File: config.mk
export PLATFORM = sky130hd
export DESIGN_NAME = lease_cache_fa
export DESIGN_NICKNAME = d
export VERILOG_FILES = /design/src/design/lease_cache_pkg.sv /design/src/design/cache_data_mem.sv /design/src/design/cache_perf_regs.sv /design/src/design/lease_cache_controller.sv /design/src/design/lease_cache_fa.sv /design/src/design/lease_tracker.sv /design/src/design/tag_memory_fa.sv
export SDC_FILE = /design/constraint.sdc
export NUM_CORES = 2
export LEC_CHECK = 0
export BUFFER_PORTS_ARGS = -buffer_cell sky130_fd_sc_hd__buf_2
export CAP_MARGIN = 10
export CORE_ASPECT_RATIO = 0.9
export CORE_MARGIN = 8
export CORE_UTILIZATION = 50
export CTS_CLUSTER_SIZE = 14
export DETAILED_ROUTE_END_ITERATION = 12
export PLACE_DENSITY_LB_ADDON = 0.2
export REMOVE_ABC_BUFFERS = 1
export SLEW_MARGIN = 20
export SYNTH_ARGS = -nofsm -noshare
export SYNTH_HDL_FRONTEND = slang
export SYNTH_SLANG_ARGS = --single-unit
File: constraint.sdc
create_clock -name clock_i -period 20.8 [get_ports clock_i]
set_input_delay 2.08 -clock clock_i [delete_from_list [all_inputs] [get_ports clock_i]]
set_output_delay 2.08 -clock clock_i [all_outputs]
set_load 0.01 [all_outputs]
File: src/design/lease_cache_pkg.sv
package lease_cache_pkg;

	// address layout  [tag|word]
	// --------------------------------------------------
	localparam int BW_WORD_ADDR         = 16;                     // core and memory word address
	localparam int BW_BLOCK             = 2;                      // 4 words per block
	localparam int BW_TAG               = BW_WORD_ADDR - BW_BLOCK;
	localparam int CACHE_BLOCK_CAPACITY = 8;
	localparam int BW_CACHE_ADDR_PART   = 3;                      // block index
	localparam int BW_CACHE_ADDR_FULL   = BW_CACHE_ADDR_PART + BW_BLOCK; // [block|word]
	localparam int BW_LEASE             = 8;
	localparam int BW_APB_ADDR          = 8;

	localparam logic [BW_LEASE-1:0] RESET_LEASE = 8'd4;       // default lease out of reset

	// apb register map
	// --------------------------------------------------
	localparam logic [BW_APB_ADDR-1:0] REG_LEASE  = 8'h00;    // rw, low 8 bits
	localparam logic [BW_APB_ADDR-1:0] REG_HITS   = 8'h04;    // write clears all counters
	localparam logic [BW_APB_ADDR-1:0] REG_MISSES = 8'h08;
	localparam logic [BW_APB_ADDR-1:0] REG_WBACKS = 8'h0C;
	localparam logic [BW_APB_ADDR-1:0] REG_FORCED = 8'h10;

	// port bundles
	// --------------------------------------------------
	typedef struct packed {
		logic                    rw;                            // 1: store, 0: load
		logic [BW_WORD_ADDR-1:0] addr;
		logic [31:0]             wdata;
	} core_req_t;

	typedef struct packed {
		logic                    we;                            // 1: write word to memory
		logic [BW_WORD_ADDR-1:0] addr;
		logic [31:0]             wdata;
	} mem_req_t;

	typedef struct packed {
		logic hit;                                               // single cycle strobes
		logic miss;
		logic writeback;                                         // one per word written back
		logic forced;                                            // victim had lease left
	} perf_flags_t;

	typedef struct packed {
		logic                   psel;
		logic                   penable;
		logic                   pwrite;
		logic [BW_APB_ADDR-1:0] paddr;
		logic [31:0]            pwdata;
	} apb_req_t;

	typedef struct packed {
		logic [31:0] prdata;
		logic        pready;
		logic        pslverr;
	} apb_rsp_t;

endpackage

File: src/design/cache_data_mem.sv
`timescale 1ns/1ps

module cache_data_mem import lease_cache_pkg::*; (
	input  logic                          clock_i,
	input  logic                          wren_i,
	input  logic [BW_CACHE_ADDR_FULL-1:0] addr_i,   // [block|word]
	input  logic [31:0]                   data_i,
	output logic [31:0]                   q_o       // registered, old data on write
);

	localparam int DEPTH = CACHE_BLOCK_CAPACITY << BW_BLOCK;

	logic [31:0] mem [DEPTH];

	always_ff @(posedge clock_i) begin
		if (wren_i) begin
			mem[addr_i] <= data_i;
		end
		q_o <= mem[addr_i];
	end

endmodule

File: src/design/cache_perf_regs.sv
`timescale 1ns/1ps

module cache_perf_regs import lease_cache_pkg::*; (
	input  logic                clock_i,
	input  logic                arst_n_i,
	input  perf_flags_t         flags_i,
	input  apb_req_t            apb_i,
	output apb_rsp_t            apb_o,
	output logic [BW_LEASE-1:0] lease_o     // default lease register
);

	logic [31:0] count_q [4];                // hits, misses, wbacks, forced
	logic [3:0]  events;
	logic        access, wr, known;

	assign events = {flags_i.forced, flags_i.writeback, flags_i.miss, flags_i.hit};
	assign access = apb_i.psel && apb_i.penable;
	assign wr     = access && apb_i.pwrite;

	always_ff @(posedge clock_i or negedge arst_n_i) begin
		if (!arst_n_i) begin
			lease_o <= RESET_LEASE;
			for (int i = 0; i < 4; i++) begin
				count_q[i] <= '0;
			end
		end else begin
			if (wr && apb_i.paddr == REG_LEASE) lease_o <= apb_i.pwdata[BW_LEASE-1:0];
			for (int i = 0; i < 4; i++) begin
				if (wr && apb_i.paddr == REG_HITS) begin
					count_q[i] <= '0;                                 // clears all four
				end else if (events[i] && count_q[i] != '1) begin
					count_q[i] <= count_q[i] + 1'b1;                  // saturate at max
				end
			end
		end
	end

	// read decode, prdata valid in access phase
	always_comb begin
		known        = 1'b1;
		apb_o.prdata = '0;
		case (apb_i.paddr)
			REG_LEASE:  apb_o.prdata = {{(32-BW_LEASE){1'b0}}, lease_o};
			REG_HITS:   apb_o.prdata = count_q[0];
			REG_MISSES: apb_o.prdata = count_q[1];
			REG_WBACKS: apb_o.prdata = count_q[2];
			REG_FORCED: apb_o.prdata = count_q[3];
			default:    known = 1'b0;
		endcase
		apb_o.pready  = 1'b1;                                  // no wait states
		apb_o.pslverr = access && !known;
	end

endmodule

File: src/design/lease_cache_controller.sv
`timescale 1ns/1ps

module lease_cache_controller import lease_cache_pkg::*; (
	input  logic                          clock_i,
	input  logic                          arst_n_i,

	input  logic                          core_req_i,
	input  core_req_t                     core_i,
	output logic                          core_done_o,
	output logic                          core_hit_o,
	output logic [31:0]                   core_rdata_o,

	input  logic                          cam_hit_i,
	input  logic [BW_CACHE_ADDR_PART-1:0] cam_addr_i,
	input  logic [BW_TAG-1:0]             cam_tag_i,
	input  logic                          cam_dirty_i,
	output logic                          cam_wren_o,
	output logic                          cam_dirty_set_o,
	output logic [BW_CACHE_ADDR_PART-1:0] cam_addr_o,   // also the lease tracker index

	input  logic [BW_CACHE_ADDR_PART-1:0] victim_i,
	input  logic                          forced_i,
	output logic                          renew_o,
	output logic                          step_o,

	input  logic [31:0]                   cache_q_i,
	output logic [BW_CACHE_ADDR_FULL-1:0] cache_addr_o,
	output logic                          cache_wren_o,
	output logic [31:0]                   cache_data_o,

	input  logic                          mem_ack_i,
	input  logic [31:0]                   mem_rdata_i,
	output logic                          mem_req_o,
	output mem_req_t                      mem_o,

	input  logic [BW_LEASE-1:0]           lease_i,      // default lease, zero means bypass
	output perf_flags_t                   flags_o
);

	typedef enum logic [2:0] {IDLE, LOOKUP, READ, WB, FILL, BYPASS, DONE} state_t;

	state_t                        state_q;
	logic [BW_CACHE_ADDR_PART-1:0] victim_q;     // block being replaced
	logic [BW_CACHE_ADDR_PART-1:0] blk;
	logic [BW_BLOCK-1:0]           cnt_q;        // word within wb or fill burst
	logic                          gap_q;        // hold off request for a cycle
	logic                          hit_q;
	logic                          bypass_q;
	logic [31:0]                   byp_data_q;
	logic [BW_TAG-1:0]             req_tag;
	logic [BW_BLOCK-1:0]           req_word;
	logic                          lookup_hit, lookup_miss;

	assign req_tag     = core_i.addr[BW_WORD_ADDR-1:BW_BLOCK];
	assign req_word    = core_i.addr[BW_BLOCK-1:0];
	assign lookup_hit  = state_q == LOOKUP && cam_hit_i;
	assign lookup_miss = state_q == LOOKUP && !cam_hit_i;

	// state and burst control
	// --------------------------------------------------
	always_ff @(posedge clock_i or negedge arst_n_i) begin
		if (!arst_n_i) begin
			state_q  <= IDLE;
			victim_q <= '0;
			cnt_q    <= '0;
			gap_q    <= 1'b0;
			hit_q    <= 1'b0;
			bypass_q <= 1'b0;
		end else begin
			gap_q <= mem_ack_i;                                 // one idle cycle after each ack
			case (state_q)
				IDLE: if (core_req_i) state_q <= LOOKUP;
				LOOKUP: begin
					hit_q    <= cam_hit_i;
					bypass_q <= !cam_hit_i && lease_i == '0;
					victim_q <= victim_i;
					if (cam_hit_i) begin
						state_q <= DONE;                              // data read already issued
					end else if (lease_i == '0) begin
						state_q <= BYPASS;
					end else if (cam_dirty_i) begin
						state_q <= WB;
						gap_q   <= 1'b1;                              // let first word come out of ram
					end else begin
						state_q <= FILL;
					end
				end
				WB: if (mem_ack_i) begin
					cnt_q <= cnt_q + 1'b1;
					if (cnt_q == '1) state_q <= FILL;
				end
				FILL: if (mem_ack_i) begin
					cnt_q <= cnt_q + 1'b1;
					if (cnt_q == '1) state_q <= READ;
				end
				READ:    state_q <= DONE;
				BYPASS:  if (mem_ack_i) state_q <= DONE;
				DONE:    state_q <= IDLE;
				default: state_q <= IDLE;
			endcase
		end
	end

	always_ff @(posedge clock_i) begin
		if (state_q == BYPASS && mem_ack_i) begin
			byp_data_q <= mem_rdata_i;                          // uncached load word
		end
	end

	// datapath and strobes
	// --------------------------------------------------
	always_comb begin
		if (state_q == LOOKUP) begin
			blk = cam_hit_i ? cam_addr_i : victim_i;            // victim for dirty check
		end else begin
			blk = victim_q;
		end
		cam_addr_o      = blk;
		cache_addr_o    = {blk, (state_q == WB || state_q == FILL) ? cnt_q : req_word};
		cam_wren_o      = state_q == FILL && mem_ack_i && cnt_q == '1; // last fill word
		cam_dirty_set_o = lookup_hit && core_i.rw;
		cache_wren_o    = (lookup_hit && core_i.rw) || (state_q == READ && core_i.rw) ||
		                  (state_q == FILL && mem_ack_i);
		cache_data_o    = (state_q == FILL) ? mem_rdata_i : core_i.wdata;
		renew_o         = lookup_hit || state_q == READ;
		step_o          = renew_o || (state_q == BYPASS && mem_ack_i);

		mem_req_o = (state_q == WB || state_q == FILL || state_q == BYPASS) && !gap_q;
		case (state_q)
			WB:      mem_o = '{we: 1'b1, addr: {cam_tag_i, cnt_q}, wdata: cache_q_i};
			FILL:    mem_o = '{we: 1'b0, addr: {req_tag, cnt_q}, wdata: 32'd0};
			default: mem_o = '{we: core_i.rw, addr: core_i.addr, wdata: core_i.wdata};
		endcase

		flags_o.hit       = lookup_hit;
		flags_o.miss      = lookup_miss;                       // bypass misses count too
		flags_o.writeback = state_q == WB && mem_ack_i;
		flags_o.forced    = lookup_miss && lease_i != '0 && forced_i;
	end

	assign core_done_o  = state_q == DONE;
	assign core_hit_o   = state_q == DONE && hit_q;
	assign core_rdata_o = bypass_q ? byp_data_q : cache_q_i;

	a_mem_stable: assert property (@(posedge clock_i) disable iff (!arst_n_i)
		mem_req_o && !mem_ack_i |=> mem_req_o && $stable(mem_o));

endmodule

File: src/design/lease_cache_fa.sv
`timescale 1ns/1ps

module lease_cache_fa import lease_cache_pkg::*; (
	input  logic        clock_i,
	input  logic        arst_n_i,
	input  logic        core_req_i,
	input  core_req_t   core_i,
	output logic        core_done_o,
	output logic        core_hit_o,
	output logic [31:0] core_rdata_o,
	output logic        mem_req_o,
	output mem_req_t    mem_o,
	input  logic        mem_ack_i,
	input  logic [31:0] mem_rdata_i,
	input  apb_req_t    apb_i,
	output apb_rsp_t    apb_o
);

	logic [BW_TAG-1:0]               req_tag;
	logic                            cam_wren, cam_dirty_set, cam_hit, cam_dirty;
	logic [BW_CACHE_ADDR_PART-1:0]   add_ctrl2cam, add_cam2ctrl, victim;
	logic [BW_TAG-1:0]               cam_tag;
	logic [CACHE_BLOCK_CAPACITY-1:0] valid;
	logic                            forced, renew, step;
	logic [BW_CACHE_ADDR_FULL-1:0]   cache_addr;
	logic                            cache_wren;
	logic [31:0]                     cache_wdata, cache_q;
	perf_flags_t                     flags;
	logic [BW_LEASE-1:0]             lease;

	assign req_tag = core_i.addr[BW_WORD_ADDR-1:BW_BLOCK];  // [tag|word]

	// --------------------------------------------------
	tag_memory_fa u_tag (
		.clock_i, .arst_n_i,
		.wren_i      (cam_wren),
		.dirty_set_i (cam_dirty_set),
		.tag_i       (req_tag),
		.add_i       (add_ctrl2cam),
		.dirty_i     (core_i.rw),                             // store fills allocate dirty
		.hit_o       (cam_hit),
		.add_o       (add_cam2ctrl),
		.tag_o       (cam_tag),
		.dirty_o     (cam_dirty),
		.valid_o     (valid)
	);

	lease_tracker u_lease (
		.clock_i, .arst_n_i,
		.renew_i (renew), .step_i (step), .index_i (add_ctrl2cam),
		.lease_i (lease), .valid_i (valid),
		.victim_o (victim), .forced_o (forced)
	);

	cache_data_mem u_data (
		.clock_i, .wren_i (cache_wren), .addr_i (cache_addr), .data_i (cache_wdata), .q_o (cache_q)
	);

	lease_cache_controller u_ctrl (
		.clock_i, .arst_n_i,
		.core_req_i, .core_i, .core_done_o, .core_hit_o, .core_rdata_o,
		.cam_hit_i (cam_hit), .cam_addr_i (add_cam2ctrl), .cam_tag_i (cam_tag),
		.cam_dirty_i (cam_dirty), .cam_wren_o (cam_wren), .cam_dirty_set_o (cam_dirty_set),
		.cam_addr_o (add_ctrl2cam),
		.victim_i (victim), .forced_i (forced), .renew_o (renew), .step_o (step),
		.cache_q_i (cache_q), .cache_addr_o (cache_addr), .cache_wren_o (cache_wren),
		.cache_data_o (cache_wdata),
		.mem_ack_i, .mem_rdata_i, .mem_req_o, .mem_o,
		.lease_i (lease), .flags_o (flags)
	);

	cache_perf_regs u_perf (
		.clock_i, .arst_n_i, .flags_i (flags), .apb_i, .apb_o, .lease_o (lease)
	);

endmodule

File: src/design/lease_tracker.sv
`timescale 1ns/1ps

module lease_tracker import lease_cache_pkg::*; (
	input  logic                            clock_i,
	input  logic                            arst_n_i,
	input  logic                            renew_i,   // load index_i with lease_i
	input  logic                            step_i,    // age the other blocks
	input  logic [BW_CACHE_ADDR_PART-1:0]   index_i,
	input  logic [BW_LEASE-1:0]             lease_i,   // default lease
	input  logic [CACHE_BLOCK_CAPACITY-1:0] valid_i,   // from the tag cam
	output logic [BW_CACHE_ADDR_PART-1:0]   victim_o,
	output logic                            forced_o   // victim still had lease left
);

	logic [BW_LEASE-1:0]           lease_q [CACHE_BLOCK_CAPACITY];
	logic                          inv_found, exp_found;
	logic [BW_CACHE_ADDR_PART-1:0] inv_idx, exp_idx, min_idx;
	logic [BW_LEASE-1:0]           min_val;

	// step alone (bypass access) ages every block, with renew it spares index_i
	always_ff @(posedge clock_i or negedge arst_n_i) begin
		if (!arst_n_i) begin
			for (int i = 0; i < CACHE_BLOCK_CAPACITY; i++) begin
				lease_q[i] <= '0;
			end
		end else begin
			for (int i = 0; i < CACHE_BLOCK_CAPACITY; i++) begin
				if (renew_i && index_i == BW_CACHE_ADDR_PART'(i)) begin
					lease_q[i] <= lease_i;
				end else if (step_i && lease_q[i] != '0) begin
					lease_q[i] <= lease_q[i] - 1'b1;
				end
			end
		end
	end

	// victim order: invalid, then expired, then smallest lease
	always_comb begin
		inv_found = 1'b0;
		exp_found = 1'b0;
		inv_idx   = '0;
		exp_idx   = '0;
		min_idx   = '0;
		min_val   = '1;
		for (int i = 0; i < CACHE_BLOCK_CAPACITY; i++) begin
			if (!valid_i[i] && !inv_found) begin
				inv_found = 1'b1;
				inv_idx   = BW_CACHE_ADDR_PART'(i);
			end
			if (valid_i[i] && lease_q[i] == '0 && !exp_found) begin
				exp_found = 1'b1;
				exp_idx   = BW_CACHE_ADDR_PART'(i);
			end
			if (lease_q[i] < min_val) begin                   // strict, ties keep lower index
				min_val = lease_q[i];
				min_idx = BW_CACHE_ADDR_PART'(i);
			end
		end
	end

	assign victim_o = inv_found ? inv_idx : (exp_found ? exp_idx : min_idx);
	assign forced_o = !inv_found && !exp_found;

	// cam entry is written before the block is renewed
	a_renew_valid: assert property (@(posedge clock_i) disable iff (!arst_n_i)
		renew_i |-> valid_i[index_i]);

endmodule

File: src/design/tag_memory_fa.sv
`timescale 1ns/1ps

module tag_memory_fa import lease_cache_pkg::*; (
	input  logic                            clock_i,
	input  logic                            arst_n_i,
	input  logic                            wren_i,       // write new entry at add_i
	input  logic                            dirty_set_i,  // mark entry at add_i dirty
	input  logic [BW_TAG-1:0]               tag_i,        // lookup and new tag
	input  logic [BW_CACHE_ADDR_PART-1:0]   add_i,        // entry for write and readback
	input  logic                            dirty_i,      // dirty bit of a new entry
	output logic                            hit_o,
	output logic [BW_CACHE_ADDR_PART-1:0]   add_o,        // matching entry
	output logic [BW_TAG-1:0]               tag_o,        // tag of entry add_i
	output logic                            dirty_o,      // dirty bit of entry add_i
	output logic [CACHE_BLOCK_CAPACITY-1:0] valid_o
);

	logic [BW_TAG-1:0]               tag_q [CACHE_BLOCK_CAPACITY];
	logic [CACHE_BLOCK_CAPACITY-1:0] valid_q;
	logic [CACHE_BLOCK_CAPACITY-1:0] dirty_q;
	logic                            dup;                 // two valid entries hold one tag

	always_ff @(posedge clock_i) begin
		if (wren_i) begin
			tag_q[add_i] <= tag_i;
		end
	end

	always_ff @(posedge clock_i or negedge arst_n_i) begin
		if (!arst_n_i) begin
			valid_q <= '0;                                    // all blocks invalid
			dirty_q <= '0;
		end else if (wren_i) begin
			valid_q[add_i] <= 1'b1;
			dirty_q[add_i] <= dirty_i;
		end else if (dirty_set_i) begin
			dirty_q[add_i] <= 1'b1;                           // store hit
		end
	end

	// parallel match, lowest entry wins
	always_comb begin
		hit_o = 1'b0;
		add_o = '0;
		for (int i = 0; i < CACHE_BLOCK_CAPACITY; i++) begin
			if (valid_q[i] && tag_q[i] == tag_i && !hit_o) begin
				hit_o = 1'b1;
				add_o = BW_CACHE_ADDR_PART'(i);
			end
		end
	end

	always_comb begin
		dup = 1'b0;
		for (int i = 0; i < CACHE_BLOCK_CAPACITY; i++) begin
			for (int j = i + 1; j < CACHE_BLOCK_CAPACITY; j++) begin
				if (valid_q[i] && valid_q[j] && tag_q[i] == tag_q[j]) begin
					dup = 1'b1;
				end
			end
		end
	end

	assign tag_o   = tag_q[add_i];                          // writeback address source
	assign dirty_o = dirty_q[add_i];                        // invalid entries never dirty
	assign valid_o = valid_q;

	a_unique_tags: assert property (@(posedge clock_i) disable iff (!arst_n_i) !dup);

endmodule

## After elaboration in Yosys (flattened, before gate mapping)

Memories as Yosys holds them, arrays and structs flattened. A register that Yosys moved wholly into a read port is not among the register bits.
Index checks and enable logic that the tools add are counted.
W data, S select, Z words.

| storage, ports and cells | value |
|---|---|
| flip-flop bits (word level) | 259 |
| RAM bits | 1,136 |
| input bits | 128 |
| output and inout port bits | 118 |
| logic and storage cells | 356 |
| memories | 2 |

Memories:

| name | words | width | rd ports | clocked after Yosys merged registers in | wr ports | RTL line | source |
|---|---|---|---|---|---|---|---|
| u_data.mem | 32 | 32 | 1 | 1 | 1 | cache_data_mem.sv:13 | `logic [31:0] mem [DEPTH];` |
| u_tag.tag_q | 8 | 14 | 9 | 0 | 1 | tag_memory_fa.sv:18 | `logic [BW_TAG-1:0] tag_q [CACHE_BLOCK_CAPACITY];` |

| operators by class | value |
|---|---|
| $add $sub $neg | 13 |
| $lt $le $gt $ge | 10 |
| equal/unequal tests | 36 |
| mux-type cells | 118 |
| bitwise operators | 2 |
| reductions and logical operators | 153 |

Operators with widths:

| cell | number |
|---|---|
| $mux W32 | 10 |
| $mux W8 | 25 |
| $pmux W32 S5 | 1 |
| $add A32 B1 Y32 const B | 4 |
| $ne A32 B32 Y1 const B | 4 |
| $eq A14 B14 Y1 | 8 |
| $pmux W49 S2 | 1 |
| $mux W3 | 29 |
| $logic_not A8 Y1 | 10 |
| $logic_and A1 B1 Y1 | 77 |
| $reduce_bool A8 Y1 | 9 |
| $sub A8 B1 Y8 const B | 8 |
| $lt A8 B8 Y1 | 7 |
| $mux W1 | 39 |
| $logic_not A1 Y1 | 32 |
| $reduce_bool A2 Y1 | 13 |
| $eq A3 B3 Y1 const B | 7 |
| $mux W2 | 9 |
| $pmux W3 S6 | 1 |
| $eq A8 B4 Y1 const B | 2 |
| $or A8 B8 Y8 | 2 |
| $eq A3 B2 Y1 const B | 4 |
| $bwmux W8 | 1 |
| $eq A8 B3 Y1 const B | 1 |
| other kinds (17) | 28 |

## Depth between registers and ports, before layout

| depth | value |
|---|---|
| depth in word-level cells | 35 |
| depth in mapped cells | 82 |
| gate-level depth less buffers | 72 |

## By module

A second synthesis with hierarchy kept.

| unflattened totals | value |
|---|---|
| cells, all modules | 4,681 |
| area total of the unflattened synthesis | 63,567.2 um^2 |

By module, submodules not included:

| module | times used | cells each | area an instance (um^2) | seq. area each (um^2) |
|---|---|---|---|---|
| cache_data_mem | 1 | 2,107 | 39,738.1 | 31,390.1 |
| cache_perf_regs | 1 | 957 | 8,384.3 | 3,404.5 |
| lease_tracker | 1 | 809 | 6,207.2 | 1,601.5 |
| tag_memory_fa | 1 | 451 | 6,113.4 | 3,763.6 |
| lease_cache_controller | 1 | 357 | 3,124.2 | 1,236.2 |

## Worst setup path after synthesis

OpenSTA, ideal clock, no wires.

| path | value |
|---|---|
| kind | register -> output |
| start point | reg u_lease.lease_q[61] in the netlist's numbering |
| end point | out mem_o[34] in the netlist's numbering |
| arrival | 14.198 ns |
| required time | 18.720 ns |
| slack | 4.522 ns |
| cell stages (with the launch flop) | 81 |
| cells stage by stage | dfrtp_1 -> inv_1 -> ha_1 -> a211oi_1 -> nor2_1 -> or3_1 -> buf_2 -> nor2_1 -> clkbuf_1 -> nor2_1 -> a21oi_1 -> ha_1 -> a211o_1 -> a21oi_1 -> a211o_1 -> nor3_1 -> a211o_2 -> a21o_4 -> (+45 left out) -> ha_1 -> a21o_1 -> a21oi_1 -> nor2_1 -> nor2_1 -> nand4_1 -> nor2_1 -> nand2_1 -> o2111a_1 -> a21o_1 -> a32o_1 -> buf_4 -> buf_4 -> buf_2 -> mux2i_1 -> mux2i_1 -> o2bb2ai_1 -> nor3_1 |

RTL lines:

| what | RTL line | source |
|---|---|---|
| start, declared | lease_tracker.sv:15 | `logic [BW_LEASE-1:0] lease_q [CACHE_BLOCK_CAPACITY];` |
| start signal, assigned by index | lease_tracker.sv:29 | `lease_q[i] <= lease_i;` |
| start signal, assigned by index | lease_tracker.sv:31 | `lease_q[i] <= lease_q[i] - 1'b1;` |
| end, declared | lease_cache_fa.sv:12 | `output mem_req_t mem_o,` |

==> impl_metrics.yaml <==
die:
  floorplan.die.height_microns: 356
  io_pins: 246
  initial_core_util_pct: 50.1
  chipWidth_microns: 394
  dieArea_sq_um: 141000
  num_rows: 125
  design.core.area_sq_um: 128000
worst_setup_path:
  end_kind: "output pin"
  cp_data_required_time_ps: 18720
  crit_path_max_incr_delay_ps: 610
  r2r_cells: 70
  critPathLaunchType: "flop"
  critical_path.endpoint: "mem_o[38]"
  worst-setup-path-type: "flop to output pin"
  cp-startpoint: "u_lease.lease_q[61]"
  setup.reg_to_reg.worst_slack_ps: 2610
  worst-path-max-fanout: 62
  crit-reg2reg-launch: "u_lease.lease_q[61]"
  worst_r2r_endpoint: "u_data.mem[24][3]"
  timing.critical_path.slowest_stage_cell: "sky130_fd_sc_hd__a32o_4"
  timing.critical_path.arrival_ps: 17200
timing:
  max_slew.worst_pin.slew_ps: 1120
  finalCritPeriodShare_pct: 92.7
  worst_slew_margin_rel_pct: 25.2
  slew_viol_final: 0
  time_the_final_worst_path_needs_with_i_o_delays_and_setup_ps: 19280
  setup_viol: 0
  final_hold_viols: 0
  fin_worst_skew_ps: 41.5
  grt_setup_unrepaired: "no"
  fmax_mhz: 51.9
drt:
  remaining_drc_errors: 0
  antenna_violating_nets_post_route: 0
  route.vias.total: 45000
  route.met3.wl_mm: 13.7
  detail_route.wirelength.met1_mm: 76.8
  initialDrtViolationCount: 4813
  detail_route.wirelength_mm: 177
  drt_pass_1_iters: 6
  routed_wire_length_per_instance_microns: 23.3
  detailroute.wirelength.met2_mm: 82.1
  number_of_vias_per_cell_after_detailed_routing: 5.92
  dr.max_layer_used: "met4"
clock_network:
  cts.sinks: 1427
  cts.htree.levels: 4
  cts_max_path_buffers: 3
  cts-root-buf: "sky130_fd_sc_hd__clkbuf_16"
  cts.reportedPaths.clkPinSlew_ps: 60
  clk_latency_worst_skew_pair_ps: 790
  cts-buffers-inserted: 149
  tritoncts_clock_tree: "yes"
  cts_hold_buffers: 0
final_layout:
  multi_input_area_sq_um: 21600
  insertedDiodeCount: 0
  area_growth_syn_to_layout_pct: 11.8
  layoutNonFillerInstCount: 7599
  ff_latch_area_sq_um: 41400
  post-route-cell-area_sq_um: 72000
  final.fill_count: 10600
  fin_nets: 5945
  drive_gt1_share_pct: 11.1
placement:
  globalplace.congestion: 0.868
  input_output_buffers: 220
  post-place-cells: 7327
  dp.final_hpwl_mm: 99.2
  placedInstanceArea_sq_um: 67200
synth:
  synth_enable_flop_cells: 1168
  yosys_warnings: 0
  synth_largest_type_area_fraction_pct: 54.5
  post_synth_instance_area_sq_um: 64400
  synth_area_per_cell_sq_um: 11.4
  synth-simple-area-share_pct: 16.9
  postSynthCellCount: 5660
  synth_area_leaders: "sky130_fd_sc_hd__edfxtp_1 54%, sky130_fd_sc_hd__dfrtp_1 8.8%, sky130_fd_sc_hd__nand2_1 8.1%"
  yosys-top-cells-count: "1388 x sky130_fd_sc_hd__nand2_1, 1168 x sky130_fd_sc_hd__edfxtp_1, 392 x sky130_fd_sc_hd__nand3_1, 287 x sky130_fd_sc_hd__nor2_1, 276 x sky130_fd_sc_hd__clkbuf_1"
  yosys_register_bits: 1427
  synthMostInstantiatedCell: "sky130_fd_sc_hd__nand2_1"
  synth_top_family_by_area: "simple AND/OR/NAND/NOR gates"
  synth.lib_cells_used.distinct: 94
  synth-seq-area-share_pct: 64.3
  synth.mux.area_fraction_pct: 3.01
  synth_compound_area_share_pct: 8.36
  synth_flop_cell: "sky130_fd_sc_hd__edfxtp_1"
  synth-adder-area-share_pct: 1.05
  postSynth.asyncResetShare_pct: 15.9
  synth_xor_xnor_area_share_pct: 3.71
  yosys.area.top_type: "sky130_fd_sc_hd__edfxtp_1"
pwr:
  combPwrFrac_pct: 47.0
  clockPowerShare_pct: 21.5
  cellInternalPower_uw: 6930
  power_switching_uw: 5100
  largest_voltage_drop_on_the_vdd_net_mv: 0.258
  cellLeakagePower_uw: 0.0269
  cellPowerDensity_nw_per_um2: 167
  pwr-share-seq_pct: 31.5
  switching_share_pct: 42.4
run_status:
  status: "completed"
global_routing:
  maximum_number_of_pins_on_one_net_before_global_route_repair: 175
  gr-total-overflow: 0
  grt_first_pass_wirelength_mm: 267
  via_count_of_the_first_global_routing_pass: 42500
  overall_routing_resource_usage_pct: 24.5
  grt_antenna_before_repair: 1
job:
  cap_violations: 0
hold_path:
  worstHoldPathType: "flop to flop"
-- logic make-up (layout without fill, tap and decap cells) --
kind of cell,after synthesis,count (layout)
mux,181,181
buf+inv,423,648
simple gates,2473,2473
fa+ha+maj,54,54
flops,1427,1427
xor+xnor,273,273
other cells,1,1
compound gates,828,828
-- worst min path at each step --
| stage | start | to | slack (ps) | cells after the start |
|---|---|---|---|---|
| 2_1_floorplan | u_ctrl.victim_q[1] | u_ctrl.victim_q[1] | 450 | 2 |
| 3_3_place_gp | u_ctrl.victim_q[1] | u_ctrl.victim_q[1] | 470 | 2 |
| 3_5_place_dp | u_ctrl.victim_q[1] | u_ctrl.victim_q[1] | 480 | 2 |
| 4_1_cts | u_ctrl.victim_q[1] | u_ctrl.victim_q[1] | 490 | 2 |
| 5_1_grt | u_ctrl.victim_q[1] | u_ctrl.victim_q[1] | 520 | 2 |
| 6_report | u_ctrl.victim_q[1] | u_ctrl.victim_q[1] | 490 | 2 |
-- metrics by stage --
step / worst slack [ps] / power (uW) / hold WS (ps) / setup TNS, ps / utilization, %
2_1_floorplan: -9590 / 8100 / 451 / -4754640 / -
3_3_place_gp: 2390 / 9320 / 472 / 0 / 52.3
3_5_place_dp: 2060 / 9420 / 480 / 0 / 52.3
4_1_cts: 1140 / 12000 / 494 / 0 / 56.0
5_1_grt: 118 / 12800 / 523 / 0 / 56.0
6_report: 1520 / 12000 / 490 / 0 / 56.0
-- worst max-delay path, delay by kind of cell, from the launching register on --
family          cells  cell delay (ps)
buf+inv             6             1050
simple gates       25             4300
compound gates     30             7450
fa+ha+maj           7             2110
mux                 3             1000
flops               1              450
-- layout by cell type, fill, tap and decap left out, types with 79 or more instances in the layout --
| master | count |
|---|---|
| sky130_fd_sc_hd__dfrtp_1 | 225 |
| sky130_fd_sc_hd__mux2i_1 | 115 |
| sky130_fd_sc_hd__nand3_1 | 392 |
| sky130_fd_sc_hd__nor2_1 | 254 |
| sky130_fd_sc_hd__nand2_1 | 1384 |
| sky130_fd_sc_hd__a21oi_1 | 220 |
| sky130_fd_sc_hd__xnor2_1 | 141 |
| sky130_fd_sc_hd__clkbuf_16 | 153 |
| sky130_fd_sc_hd__buf_4 | 79 |
| sky130_fd_sc_hd__buf_2 | 219 |
| sky130_fd_sc_hd__xor2_1 | 132 |
| sky130_fd_sc_hd__and3_1 | 92 |
| sky130_fd_sc_hd__o21ai_0 | 253 |
| sky130_fd_sc_hd__edfxtp_1 | 1168 |
-- power by group through the flow --
stage | registers [uW] | logic, uW | clock network, uW
global route | 3810 | 6270 | 2730
global placement | 3840 | 5480 | 0
floorplan | 3790 | 4310 | 0
finish | 3790 | 5650 | 2590
CTS | 3790 | 5600 | 2630
detailed placement | 3840 | 5570 | 0
-- area by class of cell --
| cell class | count | area share [%] |
|---|---|---|
| flip-flops and latches | 1427 | 57.5 |
| multi-input cells | 3810 | 30.0 |
| clock buffers | 208 | 5.77 |
| well taps | 1714 | 2.98 |
| repair buffers | 302 | 2.45 |
| clock inverters | 64 | 0.809 |
| inverters | 74 | 0.407 |
-- registers in the layout, summed over array words and instances, names as in the netlist --
register           cells
u_data.mem          1024
u_perf.count_q       128
u_tag.tag_q          112
u_lease.lease_q       64
u_ctrl.byp_data_q     32
u_data.q_o            32
u_perf.lease_o         8
u_tag.dirty_q          8
u_tag.valid_o          8
u_ctrl.state_q         3
u_ctrl.victim_q        3
u_ctrl.cnt_q           2
u_ctrl.bypass_q        1
u_ctrl.gap_q           1
u_ctrl.hit_q           1
-- layer usage --
metal  vias up  global-route usage, %
li1      20600                      -
met1     22300                   35.2
met4         0                   6.83
met2      1724                   38.5
met3       234                   4.12
met5         -                      0
-- what timing repair did --
action,in CTS,in global routing
endpoints found under the setup margin,0,14
setup buffers,0,0
gates resized for setup,0,3
Power figures use the tool's default switching activity.
